**config.mk**
```make
export PLATFORM = sky130hd
export DESIGN_NAME = mem_chip_router
export DESIGN_NICKNAME = d
export VERILOG_FILES = /design/src/hw/chip_cfg_pkg.sv /design/src/hw/route_pkg.sv /design/src/hw/wide_route_stage.sv /design/src/hw/narrow_route_stage.sv /design/src/hw/mem_chip_router.sv
export SDC_FILE = /design/constraint.sdc
export NUM_CORES = 1
export LEC_CHECK = 0
export ABC_AREA = 1
export BUFFER_PORTS_ARGS = -buffer_cell sky130_fd_sc_hd__buf_2
export CAP_MARGIN = 20
export CORE_MARGIN = 8
export CORE_UTILIZATION = 35
export CTS_CLUSTER_DIAMETER = 30
export DETAILED_ROUTE_END_ITERATION = 10
export HOLD_SLACK_MARGIN = 0.12
export PLACE_DENSITY = 0.56
export SYNTH_ARGS = -nofsm -noshare
export SYNTH_HDL_FRONTEND = slang
export SYNTH_SLANG_ARGS = --single-unit
```
**constraint.sdc**
```tcl
create_clock -name clk_i -period 1.9 [get_ports clk_i]
set_clock_uncertainty 0.15 [all_clocks]
set_input_delay 0.285 -clock clk_i [delete_from_list [all_inputs] [get_ports clk_i]]
set_output_delay 0.285 -clock clk_i [all_outputs]
set_load 0.05 [all_outputs]
```
**src/hw/chip_cfg_pkg.sv**
```systemverilog
// Chip-level address configuration for the memory chiplet router.
// All windows are half-open [start, end) on the 40-bit local offset.
// The top address byte is the chip ID and is not part of these bounds.

package chip_cfg_pkg;

  localparam int unsigned AddrWidth  = 48;
  localparam int unsigned LocalWidth = 40;

  typedef logic [7:0] chip_id_t;

  //////////////////////////////
  // Wide crossbar windows
  //////////////////////////////

  localparam logic [LocalWidth-1:0] DefaultMemSize = 40'h00_0010_0000;
  localparam logic [LocalWidth-1:0] MemBase        = 40'h00_8000_0000;

  localparam logic [LocalWidth-1:0] MemAltStart    = 40'h00_FFFF_C000;
  localparam logic [LocalWidth-1:0] MemAltEnd      = 40'h00_FFFF_D000;

  localparam logic [LocalWidth-1:0] NarrowLoStart  = 40'h00_FFFF_B000;
  localparam logic [LocalWidth-1:0] NarrowLoEnd    = 40'h00_FFFF_C000;
  localparam logic [LocalWidth-1:0] NarrowHiStart  = 40'h00_FFFF_D000;
  localparam logic [LocalWidth-1:0] NarrowHiEnd    = 40'h01_0000_0000;

  localparam logic [LocalWidth-1:0] PeriphStart    = 40'h00_0200_0000;
  localparam logic [LocalWidth-1:0] PeriphEnd      = 40'h00_0201_0000;

  // Reserved DRAM port, last offset is left out as in the crossbar rule
  localparam logic [LocalWidth-1:0] DramStart      = 40'h01_0000_0000;
  localparam logic [LocalWidth-1:0] DramEnd        = 40'hFF_FFFF_FFFF;

  //////////////////////////////
  // Peripheral windows
  //////////////////////////////

  localparam logic [LocalWidth-1:0] ClkRstStart    = 40'h00_0200_5000;
  localparam logic [LocalWidth-1:0] ClkRstEnd      = 40'h00_0200_6000;
  localparam logic [LocalWidth-1:0] D2dCtrlStart   = 40'h00_0200_7000;
  localparam logic [LocalWidth-1:0] D2dCtrlEnd     = 40'h00_0200_8000;

  // Half-open window match
  function automatic logic in_window(input logic [LocalWidth-1:0] addr,
                                     input logic [LocalWidth-1:0] start_addr,
                                     input logic [LocalWidth-1:0] end_addr);
    return (addr >= start_addr) && (addr < end_addr);
  endfunction

endpackage

```
**src/hw/route_pkg.sv**
```systemverilog
// Request and route types shared by the two decode stages.
// Offsets are the low 40 address bits; the chip ID byte is dropped
// once the wide stage has resolved local versus remote.

package route_pkg;

  import chip_cfg_pkg::*;

  // Wide crossbar master ports, in crossbar port order
  typedef enum logic [1:0] {
    WIDE_D2D    = 2'd0,
    WIDE_MEM    = 2'd1,
    WIDE_NARROW = 2'd2,
    WIDE_DRAM   = 2'd3
  } wide_tgt_e;

  // Final destination after the narrow and peripheral decode
  typedef enum logic [2:0] {
    DEST_D2D        = 3'd0,
    DEST_MEM_WIDE   = 3'd1,
    DEST_MEM_NARROW = 3'd2,
    DEST_CLK_RST    = 3'd3,
    DEST_D2D_CTRL   = 3'd4,
    DEST_DRAM       = 3'd5,
    DEST_PERIPH_ERR = 3'd6
  } dest_e;

  typedef struct packed {
    logic                 valid;
    logic                 write;
    logic [AddrWidth-1:0] addr;
  } route_req_t;

  typedef struct packed {
    logic                  valid;
    logic                  write;
    wide_tgt_e             tgt;
    logic [LocalWidth-1:0] offset;
  } wide_route_t;

  typedef struct packed {
    logic                  valid;
    logic                  write;
    dest_e                 dest;
    logic [LocalWidth-1:0] offset;
  } route_t;

endpackage

```
**src/hw/wide_route_stage.sv**
```systemverilog
// Wide crossbar decode stage, one cycle of latency.
// The chip ID is sampled from chip_id_i on every clock while rst_ni is low
// and held afterwards. Remote and unmapped requests default to the D2D link.

`timescale 1ns/1ps

module wide_route_stage
  import chip_cfg_pkg::*;
  import route_pkg::*;
#(
  parameter logic [LocalWidth-1:0] MemSize = DefaultMemSize
) (
  input  logic        clk_i,
  input  logic        rst_ni,
  input  chip_id_t    chip_id_i,
  input  route_req_t  req_i,
  output wide_route_t wide_o
);

  localparam logic [LocalWidth-1:0] MemEnd = MemBase + MemSize;

  //////////////////////////////
  // Chip ID capture
  //////////////////////////////

  chip_id_t chip_id_q;

  always_ff @(posedge clk_i) begin
    if (!rst_ni) begin
      chip_id_q <= chip_id_i;
    end
  end

  //////////////////////////////
  // Address decode
  //////////////////////////////

  logic [LocalWidth-1:0] offset;
  logic                  is_local;
  wide_tgt_e             tgt_d;

  assign offset   = req_i.addr[LocalWidth-1:0];
  assign is_local = (req_i.addr[AddrWidth-1:LocalWidth] == chip_id_q);

  always_comb begin
    tgt_d = WIDE_D2D;
    if (is_local) begin
      if (in_window(offset, MemBase, MemEnd) ||
          in_window(offset, MemAltStart, MemAltEnd)) begin
        tgt_d = WIDE_MEM;
      end else if (in_window(offset, NarrowLoStart, NarrowLoEnd) ||
                   in_window(offset, NarrowHiStart, NarrowHiEnd) ||
                   in_window(offset, PeriphStart, PeriphEnd)) begin
        tgt_d = WIDE_NARROW;
      end else if (in_window(offset, DramStart, DramEnd)) begin
        tgt_d = WIDE_DRAM;
      end
    end
  end

  //////////////////////////////
  // Output register
  //////////////////////////////

  logic                  valid_q;
  logic                  write_q;
  wide_tgt_e             tgt_q;
  logic [LocalWidth-1:0] offset_q;

  always_ff @(posedge clk_i) begin
    if (!rst_ni) begin
      valid_q <= 1'b0;
    end else begin
      valid_q <= req_i.valid;
    end
    // Payload only moves with a request
    if (req_i.valid) begin
      write_q  <= req_i.write;
      tgt_q    <= tgt_d;
      offset_q <= offset;
    end
  end

  assign wide_o = '{valid: valid_q, write: write_q, tgt: tgt_q, offset: offset_q};

  // Main memory must not overlap the narrow windows above it
  mem_window_ok_a : assert property (@(posedge clk_i) disable iff (!rst_ni)
    (MemSize != '0) && (MemEnd <= NarrowLoStart));

endmodule

```
**src/hw/narrow_route_stage.sv**
```systemverilog
// Narrow crossbar and peripheral decode stage, one cycle of latency.
// Expects narrow-bound offsets already confined to the narrow or
// peripheral windows by the wide stage. Unmapped peripherals flag an error.

`timescale 1ns/1ps

module narrow_route_stage
  import chip_cfg_pkg::*;
  import route_pkg::*;
(
  input  logic        clk_i,
  input  logic        rst_ni,
  input  wide_route_t wide_i,
  output route_t      route_o
);

  //////////////////////////////
  // Narrow and peripheral map
  //////////////////////////////

  logic  in_narrow;
  logic  in_periph;
  dest_e dest_d;

  assign in_narrow = in_window(wide_i.offset, NarrowLoStart, NarrowLoEnd) ||
                     in_window(wide_i.offset, NarrowHiStart, NarrowHiEnd);
  assign in_periph = in_window(wide_i.offset, PeriphStart, PeriphEnd);

  always_comb begin
    dest_d = DEST_D2D;
    case (wide_i.tgt)
      WIDE_D2D: begin
        dest_d = DEST_D2D;
      end
      WIDE_MEM: begin
        dest_d = DEST_MEM_WIDE;
      end
      WIDE_DRAM: begin
        dest_d = DEST_DRAM;
      end
      WIDE_NARROW: begin
        if (in_narrow) begin
          dest_d = DEST_MEM_NARROW;
        end else if (in_window(wide_i.offset, ClkRstStart, ClkRstEnd)) begin
          dest_d = DEST_CLK_RST;
        end else if (in_window(wide_i.offset, D2dCtrlStart, D2dCtrlEnd)) begin
          dest_d = DEST_D2D_CTRL;
        end else begin
          // Peripheral window hole, the lite crossbar has no default port
          dest_d = DEST_PERIPH_ERR;
        end
      end
      default: begin
        dest_d = DEST_D2D;
      end
    endcase
  end

  //////////////////////////////
  // Output register
  //////////////////////////////

  logic                  valid_q;
  logic                  write_q;
  dest_e                 dest_q;
  logic [LocalWidth-1:0] offset_q;

  always_ff @(posedge clk_i) begin
    if (!rst_ni) begin
      valid_q <= 1'b0;
    end else begin
      valid_q <= wide_i.valid;
    end
    if (wide_i.valid) begin
      write_q  <= wide_i.write;
      dest_q   <= dest_d;
      offset_q <= wide_i.offset;
    end
  end

  assign route_o = '{valid: valid_q, write: write_q, dest: dest_q, offset: offset_q};

  // Wide stage and narrow stage must agree on the narrow-bound windows
  narrow_in_map_a : assert property (@(posedge clk_i) disable iff (!rst_ni)
    (wide_i.valid && (wide_i.tgt == WIDE_NARROW)) |-> (in_narrow || in_periph));

endmodule

```
**src/hw/mem_chip_router.sv**
```systemverilog
// Memory chiplet address router, two register stages from req_i to route_o.
// No handshake: every valid request yields one route two cycles later.
// MemSize sets the main memory window above MemBase.

`timescale 1ns/1ps

module mem_chip_router
  import chip_cfg_pkg::*;
  import route_pkg::*;
#(
  parameter logic [LocalWidth-1:0] MemSize = DefaultMemSize
) (
  input  logic       clk_i,
  input  logic       rst_ni,
  input  chip_id_t   chip_id_i,
  input  route_req_t req_i,
  output route_t     route_o
);

  wide_route_t wide;

  // Wide crossbar decode with chip ID capture
  wide_route_stage #(
    .MemSize(MemSize)
  ) i_wide_stage (
    .clk_i    (clk_i),
    .rst_ni   (rst_ni),
    .chip_id_i(chip_id_i),
    .req_i    (req_i),
    .wide_o   (wide)
  );

  // Narrow crossbar and peripheral decode
  narrow_route_stage i_narrow_stage (
    .clk_i  (clk_i),
    .rst_ni (rst_ni),
    .wide_i (wide),
    .route_o(route_o)
  );

endmodule

```
==> metrics.md <==
| Metric | Value |
|---|---|
| Register bit total from synthesis | 97 |
| Slew HR | roughly 80% |
| Nets@finish | 507 |
| Number of global-route vias before repair | ~2,600 |
| RR Endpoint | i_narrow_stage.dest_q[2]$_DFFE_PP_ |
| Row count | 37 |
| CP max FO | 2 |
| Outcome | complete, no violations |
| Pwr Density | around 900 nW/um^2 |
| Port-buffer cells | 104 |
| CP arrival | 1650 ps |
| Antenna violations before repair | 0 |
| Most common cell after layout, fill and taps aside | buf_2 |
| Slew @ Worst Pin | between 300 and 400 ps |
| Sum of negative setup slack | 0 ps |
| Die area | between 10,000 and 15,000 um^2 |
| # IOs | ~110 |
| Reg area | 2890 um^2 |
| Yosys cell types | 17 |
| CORE AREA | between 10,000 and 15,000 um^2 |
| Crit end category | register |
| Post-CTS sizing | 0 |
| Worst R2R Path Depth | 7 |
| Post-CTS Hold Fix Bufs | 50 |
| Fillers | approximately 900 |
| Worst R2R Setup Slack | roughly 380 ps |
| Antenna-violating nets left | 0 |
| Final min period | around 1700 ps |
| CTS Root Cell | clkbuf_8 |
| Most frequent cells in the layout | buf_2 (104), edfxtp_1 (95), nand2_1 (70) |
| Worst r2r src | i_wide_stage.offset_q[37]$_DFFE_PP_ |
| Cell Area, Synth | around 3700 um^2 |
| DRT Pass-1 Iters | 4 |
| Layout area overhead | 39.0% |
| Clock Path Buffers | 2 |
| Vias per cell | approximately 4.2 |
| Largest net degree at the start of global routing | 45 |
| Clock slew at reported path FFs | about 90 ps |
| Drt drc | 0 |
| H-tree levels | 3 |
| Worst min-delay path endpoint | i_wide_stage.valid_q$_SDFF_PN0_ |
| Area of the multi-input gates | approximately 640 um^2 |
| Final period utilization | around nine tenths |
| Placer Congestion | 0.767 |
| Final Setup Violations | 0 |
| Post-Syn Nets | around 340 |
| Overall Global Routing Usage | between 10% and 20% |
| Max rail drop VDD | roughly 0.4 mV |
| Global route total overflow | 0 |
| Initial Util | 35.9% |
| Clk_lat worst skew | between 300 and 400 ps |
| Clk sink count | a little under 100 |
| Die W | roughly 120 um |
| Hold path depth | 4 |
| RSZ-0062 raised after global routing | no |
| Mean Syn Cell Area | approximately 13 um^2 |
| Yosys synthesis warning count | 0 |
| Hold Path Class | input port to register |
| Total CTS buffers | 9 |
| Post-CTS setup buffer count | 0 |
| Layout cell share with drive strength beyond 1 | roughly 28% |
| Max Slew Vio Count | 0 |
| Fmax | approximately 0.59 GHz |
| Dpl ws | approximately 360 ps |
| Sequential cell area fraction in the yosys report | approximately 79% |
| Max-cap violation count | 0 |
| First-pass GRT wire length | 12,700 um |
| # diodes | 0 |
| Hold path start | req_i[49] |
| Post-DP HPWL | approximately 5800 um |
| Syn Inst Count | about 280 |
| Crit path kind | input port to register |
| Routed WL per cell | around 13 um |
| WP data required | between 1500 and 2000 ps |
| CP Launch Type | input port |
| DRT Wirelength | 7890 um |
| Initial drt markers | between 70 and 80 |
| Chip height | 118 um |
| Lkg Pwr | approximately 0.0021 uW |
| Vias | 2,442 |
| Final Hold Vio Count | 0 |
| CTS tree | built |
| Setup WS post-layout | about 210 ps |
through the flow:
stage / hold slack (ps) / std cells / utilization [%] / total power [uW] / cell area, um^2
6_report: 242 / 588 / 49.8 / 4640 / 5100
3_3_place_gp: 251 / 522 / 42.8 / 3160 / 4380
3_5_place_dp: 256 / 522 / 42.8 / 3170 / 4380
4_1_cts: 224 / 588 / 49.8 / 4690 / 5100
2_1_floorplan: 228 / 281 / - / 2970 / 3670
5_1_grt: 248 / 588 / 49.8 / 4830 / 5100
per-layer routing:
layer  global-route usage, %  share of wire (%)
met5                       0                  0
met1                    11.5                 39
met4                    6.01                2.2
met3                    3.00                4.3
met2                    21.7                 54
worst max-delay path: stages:
cell and delay, ps:
dlygate4sd3_1 520, buf_2 110, nand2_1 50, nor2_1 140
nand2_1 80, nor2_1 180, nand3_1 100, nand2_1 110
a21oi_1 80
where the power goes:
part           internal (uW)  switching, uW  total, uW
combinational            201            407        608
sequential              2530           61.2       2590
clock                    742            698       1440
total                   3470           1170       4640
flip-flops by register name, summed over array words and instances (netlist names):
name	flops
i_narrow_stage.offset_q	40
i_wide_stage.offset_q	40
i_wide_stage.chip_id_q	8
i_narrow_stage.dest_q	3
i_wide_stage.tgt_q	2
i_narrow_stage.valid_q	1
i_narrow_stage.write_q	1
i_wide_stage.valid_q	1
i_wide_stage.write_q	1
final cells by class:
class	count	area share, %
sequential	97	56.8
timing repair buffer	157	20.7
multi-input combinational	149	12.5
tap	136	3.34
clock buffer	9	2.43
inverter	33	2.43
clock inverter	7	1.84
synthesized netlist by cell type (all sizes together):
| cell | count | area (um^2) |
|---|---|---|
| a21oi | 4 | 23.8 |
| and2 | 1 | 6.26 |
| buf | 2 | 15.0 |
| dfxtp | 2 | 40.0 |
| edfxtp | 95 | 2850 |
| inv | 33 | 124 |
| nand2 | 70 | 263 |
| nand3 | 6 | 30.0 |
| nand3b | 1 | 7.51 |
| nand4 | 3 | 18.8 |
| nor2 | 54 | 208 |
| nor3b | 1 | 7.51 |
| o21ai | 1 | 5.00 |
| or2 | 1 | 6.26 |
| xor2 | 7 | 61.3 |
kinds of logic after synthesis:
| logic type | count (synthesis) | share of synthesized area (%) |
|---|---|---|
| compound gates | 5 | 0.784 |
| xor+xnor | 7 | 1.67 |
| buf+inv | 35 | 3.79 |
| flops | 97 | 78.9 |
| simple gates | 137 | 14.9 |
worst max-delay path by stage:
stage,start,to,slack (ps),depth (start not counted)
2_1_floorplan,i_wide_stage.valid_q$_SDFF_PN0_,i_narrow_stage.dest_q[0]$_DFFE_PP_,100,0
3_3_place_gp,req_i[9],i_wide_stage.tgt_q[1]$_SDFFCE_PP0P_,380,8
3_5_place_dp,req_i[9],i_wide_stage.tgt_q[1]$_SDFFCE_PP0P_,360,8
4_1_cts,req_i[8],i_wide_stage.tgt_q[1]$_SDFFCE_PP0P_,210,9
5_1_grt,req_i[8],i_wide_stage.tgt_q[1]$_SDFFCE_PP0P_,110,9
6_report,req_i[9],i_wide_stage.tgt_q[1]$_SDFFCE_PP0P_,210,9
Note: power is estimated with default switching activity, not from simulation.
